**src/design/rx_dcore_pkg.sv**
```systemverilog
package rx_dcore_pkg;

    ////////////////////////////////////////
    // widths and counts
    ////////////////////////////////////////

    // interleaved slices
    localparam int NTI = 4;
    // adc code width
    localparam int NADC = 8;
    // phase interpolator outputs
    localparam int NOUT = 4;
    // pi control width
    localparam int NPI = 9;
    // prbs order
    localparam int NPRBS = 7;

    // generator start value, must be nonzero
    localparam logic [NPRBS-1:0] PRBS_SEED = 7'd1;

    ////////////////////////////////////////
    // types
    ////////////////////////////////////////

    typedef logic [NADC-1:0] adc_code_t;
    typedef logic signed [NADC-1:0] signed_code_t;
    typedef logic [NTI-1:0] lane_mask_t;
    typedef logic [NPI-1:0] pi_ctl_t;
    typedef logic [3:0] max_sel_t;
    typedef logic [31:0] count_t;

    // saturation limits of the unfolded code
    localparam signed_code_t CODE_MAX = signed_code_t'(2 ** (NADC - 1) - 1);
    localparam signed_code_t CODE_MIN = signed_code_t'(-(2 ** (NADC - 1)));

    // checker fills its history first, then compares
    typedef enum logic {
        CHK_SEED,
        CHK_RUN
    } chk_state_t;

endpackage

```
**src/design/prbs_check_if.sv**
```systemverilog
`timescale 1ns/1ps

interface prbs_check_if import rx_dcore_pkg::*; #(
    parameter int lanes = NTI
) ();

    // bits under test, one per slice
    logic [lanes-1:0] rx_bits;
    logic             cke;
    // lanes taking part in the count
    logic [lanes-1:0] chan_sel;
    count_t           err_count;
    count_t           total_count;
    logic             locked;

    modport src (output rx_bits);

    modport chk (
        input  rx_bits, cke, chan_sel,
        output err_count, total_count, locked
    );

    modport top (
        output cke, chan_sel,
        input  rx_bits, err_count, total_count, locked
    );

endinterface

```
**src/design/adc_unfold.sv**
```systemverilog
`timescale 1ns/1ps

module adc_unfold import rx_dcore_pkg::*; #(
    parameter int lanes = NTI
) (
    input  wire logic         clk_adc,
    input  wire logic         rstb,
    input  wire adc_code_t    adcout_i [lanes-1:0],
    input  wire logic [lanes-1:0] adcout_sign_i,
    input  wire signed_code_t pfd_offset_i [lanes-1:0],
    output signed_code_t      adc_unfolded_o [lanes-1:0]
);

    // two extra bits cover +/-255 less the offset
    typedef logic signed [NADC+1:0] wide_code_t;

    localparam wide_code_t SAT_HI = wide_code_t'(CODE_MAX);
    localparam wide_code_t SAT_LO = wide_code_t'(CODE_MIN);

    for (genvar i = 0; i < lanes; i++) begin : g_lane
        wide_code_t   mag;
        wide_code_t   diff;
        signed_code_t sat_code;

        // magnitude is always positive
        assign mag  = wide_code_t'({2'b00, adcout_i[i]});

        // sign bit set means positive side
        assign diff = (adcout_sign_i[i] ? mag : -mag) - wide_code_t'(pfd_offset_i[i]);

        assign sat_code = (diff > SAT_HI) ? CODE_MAX :
                          (diff < SAT_LO) ? CODE_MIN :
                          signed_code_t'(diff);

        always_ff @(posedge clk_adc or negedge rstb) begin
            if (!rstb) begin
                adc_unfolded_o[i] <= '0;
            end else begin
                adc_unfolded_o[i] <= sat_code;
            end
        end
    end

endmodule

```
**src/design/rx_decision.sv**
```systemverilog
`timescale 1ns/1ps

module rx_decision import rx_dcore_pkg::*; #(
    parameter int lanes = NTI
) (
    input  wire logic         clk_adc,
    input  wire logic         rstb,
    input  wire signed_code_t codes_i [lanes-1:0],
    input  wire signed_code_t thresh_i,
    input  wire logic         sel_bist_i,
    input  wire logic         bist_bit_i,
    prbs_check_if.src         chk_o
);

    logic [lanes-1:0] sliced;
    logic [lanes-1:0] chosen;

    ////////////////////////////////////////
    // slicer
    ////////////////////////////////////////

    // signed compare, strictly above threshold gives a one
    always_comb begin
        for (int i = 0; i < lanes; i++) begin
            sliced[i] = (codes_i[i] > thresh_i);
        end
    end

    // bist bit goes to every lane
    assign chosen = sel_bist_i ? {lanes{bist_bit_i}} : sliced;

    ////////////////////////////////////////
    // output register
    ////////////////////////////////////////

    always_ff @(posedge clk_adc or negedge rstb) begin
        if (!rstb) begin
            chk_o.rx_bits <= '0;
        end else begin
            chk_o.rx_bits <= chosen;
        end
    end

endmodule

```
**src/design/prbs_gen.sv**
```systemverilog
`timescale 1ns/1ps

module prbs_gen import rx_dcore_pkg::*; (
    input  wire logic clk_adc,
    input  wire logic rstb,
    input  wire logic cke_i,
    input  wire logic inj_err_i,
    output logic      bit_o
);

    logic [NPRBS-1:0] lfsr;
    logic             feedback;

    // x^7 + x^6 + 1
    assign feedback = lfsr[NPRBS-1] ^ lfsr[NPRBS-2];

    ////////////////////////////////////////
    // shift register
    ////////////////////////////////////////

    always_ff @(posedge clk_adc or negedge rstb) begin
        if (!rstb) begin
            lfsr <= PRBS_SEED;
        end else if (cke_i) begin
            lfsr <= {lfsr[NPRBS-2:0], feedback};
        end
    end

    // inverted for one cycle per injected error
    assign bit_o = lfsr[NPRBS-1] ^ inj_err_i;

endmodule

```
**src/design/prbs_checker.sv**
```systemverilog
`timescale 1ns/1ps

module prbs_checker import rx_dcore_pkg::*; #(
    parameter int lanes = NTI
) (
    input  wire logic clk_adc,
    input  wire logic rstb,
    prbs_check_if.chk chk_i
);

    localparam int SEED_W = $clog2(NPRBS + 1);

    chk_state_t        state;
    logic [SEED_W-1:0] seed_cnt;
    logic [NPRBS-1:0]  hist [lanes-1:0];
    logic [lanes-1:0]  predicted;
    logic [lanes-1:0]  mismatch;

    ////////////////////////////////////////
    // prediction from the history taps
    ////////////////////////////////////////

    // taps 7 and 6 of the received stream
    always_comb begin
        for (int i = 0; i < lanes; i++) begin
            predicted[i] = hist[i][NPRBS-1] ^ hist[i][NPRBS-2];
        end
    end

    // only selected lanes count as errors
    assign mismatch = (predicted ^ chk_i.rx_bits) & chk_i.chan_sel;

    assign chk_i.locked = (state == CHK_RUN);

    ////////////////////////////////////////
    // history, state and counters
    ////////////////////////////////////////

    always_ff @(posedge clk_adc or negedge rstb) begin
        if (!rstb) begin
            state             <= CHK_SEED;
            seed_cnt          <= '0;
            chk_i.err_count   <= '0;
            chk_i.total_count <= '0;
            for (int i = 0; i < lanes; i++) begin
                hist[i] <= '0;
            end
        end else if (chk_i.cke) begin
            // history always follows the received bits, so the checker resyncs itself
            for (int i = 0; i < lanes; i++) begin
                hist[i] <= {hist[i][NPRBS-2:0], chk_i.rx_bits[i]};
            end

            case (state)
                CHK_SEED: begin
                    seed_cnt <= seed_cnt + 1'b1;
                    // history is full after NPRBS bits
                    if (seed_cnt == SEED_W'(NPRBS - 1)) begin
                        state <= CHK_RUN;
                    end
                end
                CHK_RUN: begin
                    chk_i.err_count   <= chk_i.err_count + count_t'($countones(mismatch));
                    chk_i.total_count <= chk_i.total_count
                                         + count_t'($countones(chk_i.chan_sel));
                end
                default: begin
                    state <= CHK_SEED;
                end
            endcase
        end
    end

endmodule

```
**src/design/pi_ctl_scaler.sv**
```systemverilog
`timescale 1ns/1ps

module pi_ctl_scaler import rx_dcore_pkg::*; #(
    parameter int n_out = NOUT,
    parameter int n_pi  = NPI
) (
    input  wire logic            clk_adc,
    input  wire logic            rstb,
    input  wire logic [n_pi-1:0] pi_ctl_i [n_out-1:0],
    input  wire logic [n_pi-1:0] pi_ctl_offset_i [n_out-1:0],
    input  wire max_sel_t        max_sel_mux_i [n_out-1:0],
    input  wire logic [n_out-1:0] en_bypass_i,
    input  wire logic [n_pi-1:0] bypass_pi_ctl_i [n_out-1:0],
    output logic [n_pi-1:0]      pi_ctl_o [n_out-1:0]
);

    for (genvar j = 0; j < n_out; j++) begin : g_out
        logic [n_pi-1:0]   shifted;
        logic [n_pi-1:0]   scale;
        logic [2*n_pi-1:0] product;
        logic [n_pi-1:0]   scaled;

        // wraps modulo 2**n_pi
        assign shifted = pi_ctl_i[j] + pi_ctl_offset_i[j];

        // (max_sel + 1) * 16 - 1
        assign scale = ((n_pi'(max_sel_mux_i[j]) + n_pi'(1)) << 4) - n_pi'(1);

        assign product = (2 * n_pi)'(shifted) * (2 * n_pi)'(scale);

        // upper half, i.e. product >> n_pi
        assign scaled = product[2*n_pi-1:n_pi];

        always_ff @(posedge clk_adc or negedge rstb) begin
            if (!rstb) begin
                pi_ctl_o[j] <= '0;
            end else if (en_bypass_i[j]) begin
                pi_ctl_o[j] <= bypass_pi_ctl_i[j];
            end else begin
                pi_ctl_o[j] <= scaled;
            end
        end
    end

endmodule

```
**src/design/rx_dcore_top.sv**
```systemverilog
`timescale 1ns/1ps

module rx_dcore_top import rx_dcore_pkg::*; (
    input  wire logic         clk_adc,
    input  wire logic         rstb,

    // adc slices
    input  wire adc_code_t    adcout_i [NTI-1:0],
    input  wire lane_mask_t   adcout_sign_i,
    input  wire signed_code_t pfd_offset_i [NTI-1:0],
    input  wire signed_code_t adc_thresh_i,

    // prbs bist
    input  wire logic         sel_bist_i,
    input  wire logic         prbs_gen_cke_i,
    input  wire logic         prbs_inj_err_i,
    input  wire logic         prbs_chk_cke_i,
    input  wire lane_mask_t   prbs_chan_sel_i,

    // pi control
    input  wire pi_ctl_t      pi_ctl_i [NOUT-1:0],
    input  wire pi_ctl_t      pi_ctl_offset_i [NOUT-1:0],
    input  wire max_sel_t     max_sel_mux_i [NOUT-1:0],
    input  wire logic [NOUT-1:0] en_bypass_pi_ctl_i,
    input  wire pi_ctl_t      bypass_pi_ctl_i [NOUT-1:0],

    output signed_code_t      adc_unfolded_o [NTI-1:0],
    output lane_mask_t        rx_bits_o,
    output count_t            prbs_err_count_o,
    output count_t            prbs_total_count_o,
    output logic              prbs_locked_o,
    output pi_ctl_t           int_pi_ctl_o [NOUT-1:0]
);

    logic bist_bit;

    prbs_check_if #(.lanes(NTI)) chk_bus ();

    assign chk_bus.cke         = prbs_chk_cke_i;
    assign chk_bus.chan_sel    = prbs_chan_sel_i;
    assign rx_bits_o           = chk_bus.rx_bits;
    assign prbs_err_count_o    = chk_bus.err_count;
    assign prbs_total_count_o  = chk_bus.total_count;
    assign prbs_locked_o       = chk_bus.locked;

    ////////////////////////////////////////
    // adc path
    ////////////////////////////////////////

    adc_unfold #(.lanes(NTI)) adc_unfold_inst (
        .clk_adc        (clk_adc),
        .rstb           (rstb),
        .adcout_i       (adcout_i),
        .adcout_sign_i  (adcout_sign_i),
        .pfd_offset_i   (pfd_offset_i),
        .adc_unfolded_o (adc_unfolded_o)
    );

    rx_decision #(.lanes(NTI)) rx_decision_inst (
        .clk_adc    (clk_adc),
        .rstb       (rstb),
        .codes_i    (adc_unfolded_o),
        .thresh_i   (adc_thresh_i),
        .sel_bist_i (sel_bist_i),
        .bist_bit_i (bist_bit),
        .chk_o      (chk_bus.src)
    );

    ////////////////////////////////////////
    // bist
    ////////////////////////////////////////

    prbs_gen prbs_gen_inst (
        .clk_adc   (clk_adc),
        .rstb      (rstb),
        .cke_i     (prbs_gen_cke_i),
        .inj_err_i (prbs_inj_err_i),
        .bit_o     (bist_bit)
    );

    prbs_checker #(.lanes(NTI)) prbs_checker_inst (
        .clk_adc (clk_adc),
        .rstb    (rstb),
        .chk_i   (chk_bus.chk)
    );

    // pi codes to the analog core
    pi_ctl_scaler #(
        .n_out (NOUT),
        .n_pi  (NPI)
    ) pi_ctl_scaler_inst (
        .clk_adc         (clk_adc),
        .rstb            (rstb),
        .pi_ctl_i        (pi_ctl_i),
        .pi_ctl_offset_i (pi_ctl_offset_i),
        .max_sel_mux_i   (max_sel_mux_i),
        .en_bypass_i     (en_bypass_pi_ctl_i),
        .bypass_pi_ctl_i (bypass_pi_ctl_i),
        .pi_ctl_o        (int_pi_ctl_o)
    );

endmodule

```
**config.mk**
```make
export PLATFORM = sky130hd
export DESIGN_NAME = rx_dcore_top
export DESIGN_NICKNAME = d
export VERILOG_FILES = /design/src/design/rx_dcore_pkg.sv /design/src/design/prbs_check_if.sv /design/src/design/adc_unfold.sv /design/src/design/rx_decision.sv /design/src/design/prbs_gen.sv /design/src/design/prbs_checker.sv /design/src/design/pi_ctl_scaler.sv /design/src/design/rx_dcore_top.sv
export SDC_FILE = /design/constraint.sdc
export NUM_CORES = 1
export LEC_CHECK = 0
export BUFFER_PORTS_ARGS = -buffer_cell sky130_fd_sc_hd__buf_2
export CORE_AREA = 4 4 193 195
export DETAILED_ROUTE_END_ITERATION = 16
export DIE_AREA = 0 0 197 199
export PLACE_DENSITY = 0.82
export SYNTH_ARGS = -nofsm -noshare
export SYNTH_HDL_FRONTEND = slang
export SYNTH_SLANG_ARGS = --single-unit
```
**constraint.sdc**
```tcl
create_clock -name clk_adc -period 3.4 [get_ports clk_adc]
set_clock_uncertainty 0.05 [all_clocks]
set_input_delay 0.34 -clock clk_adc [delete_from_list [all_inputs] [get_ports clk_adc]]
set_output_delay 0.34 -clock clk_adc [all_outputs]
set_load 0.01 [all_outputs]
```
======== After elaboration in Yosys (flattened, before gate mapping) ========
Cells that the tools add are included.
operators by class
  $add $sub $neg .......................... 29
  multiply operators ...................... 4
  $lt $le $gt $ge ......................... 12
  equal/unequal tests ..................... 1
  muxes and demuxes ....................... 19
  bitwise gates (word level) .............. 9
  reduce and logical (&&, ||, !) cells .... 2
operators with widths
  cell                 number
  $add 32x32->32       4
  $mul 9x9->18         4
  $mux 8               8
  $gt 10x8->1 const B  4
  $lt 10x8->1 const B  4
  $mux 10              4
  $neg 8->10           4
  $sub 10x8->10        4
  $add 9x9->9          4
  $mux 9               4
  $sub 9x1->9 const B  4
  $gt 8x8->1           4
  $add 4x1->5 const B  4
  $add 1x1->2          4
  $xor 1x1->1          6
  $and 4x4->4          1
  $mux 4               1
  $reduce_and 2->1     2
  $xor 4x4->4          1
  $add 3x1->3 const B  1
  $eq 3x3->1 const B   1
  $mux 1               2
  $not 1->1            1
word-level totals
  register bits after elaboration ......... 175
  input bits .............................. 214
  output and inout port bits .............. 137
  word-level logic and storage cells ...... 94

======== Logic depth before layout (Yosys ltp) ========
  depth after elaboration ................. 6
  depth in mapped cells ................... 22
  depth with buffers taken out ............ 22

======== Cells and area by module ========
From an unflattened synthesis, not the netlist that was laid out.
unflattened totals
  cells, all modules ...................... 2171
  area, all modules ....................... 20445.9 um2
modules (own cells, without submodules)
  module         times used  cells an instance  area an instance (um2)  seq. area each (um2)
  pi_ctl_scaler  1           1251               11215.8                 900.9
  prbs_checker   1           370                4444.3                  2402.3
  adc_unfold     1           431                3611.0                  800.8
  rx_decision    1           101                870.8                   100.1
  prbs_gen       1           18                 304.0                   176.4

======== Least setup slack after synthesis ========
Ideal clock, no wire load.
  kind .................................... input to register
  start point ............................. in pi_ctl_i[27] (netlist name)
  end point ............................... reg pi_ctl_scaler_inst.pi_ctl_o[35] (netlist name)
  library setup time ...................... 125 ps
  arrival time ............................ 6012 ps
  data required time ...................... 3225 ps
  slack ................................... -2786 ps
  stages on the path ...................... 20
  buffers on the path ..................... 0
  cells stage by stage .................... ha_1 fa_1 a21o_1 a21oi_1 o21bai_1 a221o_1 xor2_1 inv_1 fa_1 inv_1 fa_1 fa_1 fa_1 ha_1 nand4b_1 or4b_2 nand3_1 a31oi_1 xnor2_1 mux2_2
between the ends
  cells in the longest elaborated chain, start to end .. 3
ends and longest elaborated chain
  item                           line                 source
  start, declared                rx_dcore_top.sv:21   input wire pi_ctl_t pi_ctl_i [NOUT-1:0],
  $add 9x9->9                    pi_ctl_scaler.sv:24  assign shifted = pi_ctl_i[j] + pi_ctl_offset_i[j];
  $mul 9x9->18                   pi_ctl_scaler.sv:29  assign product = (2 * n_pi)'(shifted) * (2 * n_pi)'(scale);
  $mux 9                         pi_ctl_scaler.sv:37  end else if (en_bypass_i[j]) begin
  end signal, assigned by index  pi_ctl_scaler.sv:38  pi_ctl_o[j] <= bypass_pi_ctl_i[j];
  end signal, assigned by index  pi_ctl_scaler.sv:40  pi_ctl_o[j] <= scaled;
  end, declared                  pi_ctl_scaler.sv:14  output logic [n_pi-1:0] pi_ctl_o [n_out-1:0]
Every way passes these cells.
A chain may end at the register's enable or synchronous reset.

======== Final worst setup path ========
  start point ............................. in pi_ctl_i[27] (netlist name)
  end point ............................... reg pi_ctl_scaler_inst.pi_ctl_o[33] (netlist name)
Same word-level chain as after synthesis.

==> metrics.txt <==
# TYPE chip_impl_metric gauge
chip_impl_info{name="status",value="finished with violations"} 1
chip_impl_info{name="failed_checks",value="negative setup slack"} 1
chip_impl_metric{name="standard_cell_rows",unit=""} 69
chip_impl_metric{name="drt_iter0_markers",unit=""} 1321
chip_impl_metric{name="timing.final.crit_period",unit="ps"} 5643
chip_impl_metric{name="grt_remaining_overflow",unit=""} 0
chip_impl_info{name="start_kind",value="primary input"} 1
chip_impl_metric{name="hold_violations",unit=""} 0
chip_impl_metric{name="insertion_delay",unit="ps"} 450
chip_impl_info{name="worst_path_most_repeated_cell",value="fa_2"} 1
chip_impl_metric{name="synth_enable_flop_cells",unit=""} 0
chip_impl_info{name="synth_top_family_by_area",value="adder cells"} 1
chip_impl_metric{name="cts.sinks",unit=""} 175
chip_impl_metric{name="design.die.area",unit="um^2"} 39200
chip_impl_metric{name="flow.area_growth_from_synthesis",unit="%"} 37.17
chip_impl_metric{name="chipWidth",unit="um"} 197
chip_impl_metric{name="floorplan.initialDensity",unit="%"} 58.64
chip_impl_info{name="synth_largest_area_cell",value="dfrtp_1"} 1
chip_impl_info{name="cts_root_buf",value="clkbuf_16"} 1
chip_impl_metric{name="nNetsFinal",unit=""} 3655
chip_impl_metric{name="fp.dieH",unit="um"} 199
chip_impl_metric{name="synth_cell_types",unit=""} 68
chip_impl_metric{name="maximum_fanout_encountered_on_the_critical_timing_path",unit=""} 2
chip_impl_info{name="critPathKind",value="primary input to flip-flop"} 1
chip_impl_metric{name="mappedNetlistNets",unit=""} 2913
chip_impl_metric{name="drt-vias-per-instance",unit=""} 5.714
chip_impl_metric{name="synthesis.yosys.warnings",unit=""} 0
chip_impl_metric{name="place_hpwl",unit="um"} 46720
chip_impl_metric{name="synth-compound-area-share",unit="%"} 11.89
chip_impl_metric{name="grtUsageTotal",unit="%"} 31.73
chip_impl_metric{name="count_of_tritonroute_iterations_in_the_first_routing_pass",unit=""} 5
chip_impl_metric{name="final_wtd_congestion",unit=""} 0.9309
chip_impl_metric{name="first_pass_grt_wire_length",unit="um"} 101300
chip_impl_metric{name="max_cap_viol_count",unit=""} 0
chip_impl_metric{name="synth-seq-cells",unit=""} 175
chip_impl_metric{name="cts.htree.levels",unit=""} 4
chip_impl_metric{name="drv_slew",unit=""} 0
chip_impl_metric{name="transition_at_the_pin_with_the_smallest_max_transition_slack",unit="ps"} 626.8
chip_impl_metric{name="max_freq",unit="GHz"} 0.1772
chip_impl_metric{name="grt_start_max_net_pins",unit=""} 87
chip_impl_info{name="critPathSlowestCell",value="or4b_4"} 1
chip_impl_metric{name="synthesis.instances",unit=""} 2231
chip_impl_metric{name="placed_cell_area",unit="um^2"} 25850
chip_impl_metric{name="route.final.wire_length",unit="um"} 67900
chip_impl_metric{name="portbufs",unit=""} 350
chip_impl_metric{name="synth_async_sr_flop_share",unit="%"} 100.0
chip_impl_info{name="post_synth_main_area_contributors",value="dfrtp_1, fa_1, ha_1"} 1
chip_impl_metric{name="layout.cells.non_filler",unit=""} 3449
chip_impl_metric{name="synth-xor-area-share",unit="%"} 8.440
chip_impl_metric{name="postLayoutCellArea",unit="um^2"} 28470
chip_impl_metric{name="yosysSeqAreaShare",unit="%"} 21.11
chip_impl_info{name="hp-class",value="primary input to flip-flop"} 1
chip_impl_metric{name="synth.area.mux_share",unit="%"} 3.075
chip_impl_metric{name="max_slew_margin",unit="%"} 57.91
chip_impl_metric{name="initial_antenna_violation_count",unit=""} 3
chip_impl_metric{name="post_synth_and_or_nand_nor_area_fraction",unit="%"} 12.25
chip_impl_info{name="cts_tree",value="done"} 1
chip_impl_metric{name="pin_count",unit=""} 351
chip_impl_metric{name="synthesis.area_per_instance",unit="um^2"} 9.303
chip_impl_metric{name="placeableCoreArea",unit="um^2"} 35400
chip_impl_metric{name="setup_ws",unit="ps"} -2243
chip_impl_metric{name="synth.top_cell.area_share",unit="%"} 20.98
chip_impl_metric{name="drive_gt1_share",unit="%"} 37.07
chip_impl_info{name="cp-end-kind",value="flip-flop"} 1
chip_impl_metric{name="pre_cts_ws",unit="ps"} -2496
chip_impl_metric{name="critPathArrivalTime",unit="ps"} 5910
chip_impl_info{name="yosys_most_used_dff",value="dfrtp_1"} 1
chip_impl_metric{name="timing.final.crit_share",unit="%"} 166.0
chip_impl_metric{name="detailroute.via_count",unit=""} 19706
chip_impl_metric{name="wl_per_cell",unit="um"} 19.69
chip_impl_metric{name="drc_errors",unit=""} 0
chip_impl_metric{name="ant_nets",unit=""} 0
chip_impl_metric{name="syn-cell-area",unit="um^2"} 20750
chip_impl_metric{name="cts-buffers-inserted",unit=""} 17
chip_impl_metric{name="synth_adder_area_share",unit="%"} 35.81
chip_impl_metric{name="cp_slowest_stage_delay",unit="ps"} 590
chip_impl_metric{name="cts_max_path_buffers",unit=""} 2
chip_impl_info{name="critical_path.cell_chain",value="buf_6 -> ha_4 -> fa_2 -> a21o_1 -> a21oi_2 -> o21bai_2 -> a221o_1 -> xor2_2 -> inv_2 -> fa_2 -> inv_2 -> fa_1 -> fa_2 -> fa_2 -> ha_4 -> nand4b_1 -> or4b_4 -> a31oi_4 -> o22ai_2 -> xnor2_1 -> o21ai_1"} 1
chip_impl_metric{name="dpl.cell_count",unit=""} 3333
chip_impl_metric{name="grt_pass1_vias",unit=""} 20777
chip_impl_metric{name="worst-endpoint-required",unit="ps"} 3660
chip_impl_info{name="rsz0062_at_grt",value="true"} 1
chip_impl_metric{name="post_route_setup_tns",unit="ps"} -66440
chip_impl_metric{name="setup_viol",unit=""} 36
chip_impl_metric{name="clkSlewWorstSetupHoldPaths",unit="ps"} 80
logic make-up after synthesis:
kind of cell               after synthesis
AOI/OAI and AO/OA                      374
xor gates and xnor gates               200
adders and majority gates              468
buffers and inverters                  410
DFF                                    175
muxes                                   58
and+or+nand+nor                        546
metal layers:
layer | track usage (%) | wire length (um)
met1 | 37.17 | 24640
met2 | 56.52 | 34100
met3 | 6.555 | 5135
met4 | 13.92 | 4016
met5 | 0 | 7
cell usage in the layout, fill, tap and decap left out, drive strengths merged, types with 10 or more instances in the layout:
cell    instances
nor3           26
mux2           46
a21oi         102
xnor2         114
nor2          202
fa            210
and2           20
inv           391
nand4          17
nand2         159
buf           746
nand3          39
ha            258
o22ai          10
xor2           86
clkbuf         18
dfrtp         174
a211oi         13
a31oi          19
o21a           19
nand2b         21
o21bai         21
and3           20
mux2i          12
a21o           40
o21ai          78
nor2b          10
state kept, by name, indices dropped and copies added (netlist names):
register / cells
rx_decision_inst.chk_o.rx_bits: 4
prbs_checker_inst.chk_i.total_count: 32
pi_ctl_scaler_inst.pi_ctl_o: 36
prbs_checker_inst.chk_i.err_count: 32
prbs_checker_inst.hist: 28
prbs_checker_inst.chk_i.locked: 1
adc_unfold_inst.adc_unfolded_o: 32
prbs_gen_inst.lfsr: 7
prbs_checker_inst.seed_cnt: 3
final cells by class:
cell class	count	area [um^2]
multi-input combinational	1646	16450
fill	2107	6928
timing repair buffer	748	4997
sequential	175	4380
inverter	385	1445
tap	461	576.8
clock buffer	17	425.4
clock inverter	15	185.2
antenna	2	5.005
cells in the mapped netlist (8+ instances only):
cell type and count:
clkbuf_1 17, nor2_1 202, nand2_1 158, xnor2_1 114, a31oi_1 19, a21oi_1 102
a211oi_1 9, inv_1 385, nor3_1 25, and3_1 18, o21ai_0 78, a221o_1 8
nand2b_1 21, a21o_1 40, o21bai_1 21, nand3_1 38, and2_1 20, xor2_1 86
mux2_2 46, ha_1 258, nand4_1 17, o21a_1 19, o22ai_1 10, dfrtp_1 174
nor2b_1 10, fa_1 210, mux2i_1 12
critical path: cells and delay by family:
kind                       cells  cell delay (ps)
buffers and inverters          3              220
and+or+nand+nor                2              710
adders and majority gates      7             2800
xor gates and xnor gates       2              420
AOI/OAI and AO/OA              7             1400
final timing paths:
| kind | startpoint | end | slack (ps) | cells past startpoint |
|---|---|---|---|---|
| setup / recovery | pi_ctl_i[27] | pi_ctl_scaler_inst.pi_ctl_o[33] | -2240 | 21 |
| min in group asynchronous | rstb | pi_ctl_scaler_inst.pi_ctl_o[18] | 350 | 2 |
| hold / removal | bypass_pi_ctl_i[22] | pi_ctl_scaler_inst.pi_ctl_o[22] | 50 | 3 |
| hold reg to reg | prbs_checker_inst.chk_i.total_count[31] | prbs_checker_inst.chk_i.total_count[31] | 410 | 1 |
| setup reg to reg | rx_decision_inst.chk_o.rx_bits[0] | prbs_checker_inst.chk_i.err_count[26] | 160 | 14 |
| max in group asynchronous | rstb | prbs_checker_inst.chk_i.err_count[15] | 2010 | 3 |
repair_timing:
| action | 4_1_cts | 5_1_grt |
|---|---|---|
| hold buffers | 1 | 0 |
| gates resized for setup | 189 | 109 |
| gates cloned | 0 | 0 |
| setup buffers | 60 | 28 |
| setup endpoints to repair | 38 | 47 |
| pin swaps | 199 | 119 |
| endpoints found under the hold margin | 49 | 0 |
metrics by stage:
step           hold slack, ps  util (%)
5_1_grt                 42.86     80.41
3_5_place_dp            287.9     73.04
3_3_place_gp            283.7     73.04
2_1_floorplan          -5.591         -
4_1_cts                 34.25     78.51
6_report                52.04     80.43
Power is left out: the tool's default activity adds up to more than one toggle a clock period on the data nets, which glitch-free logic cannot reach.
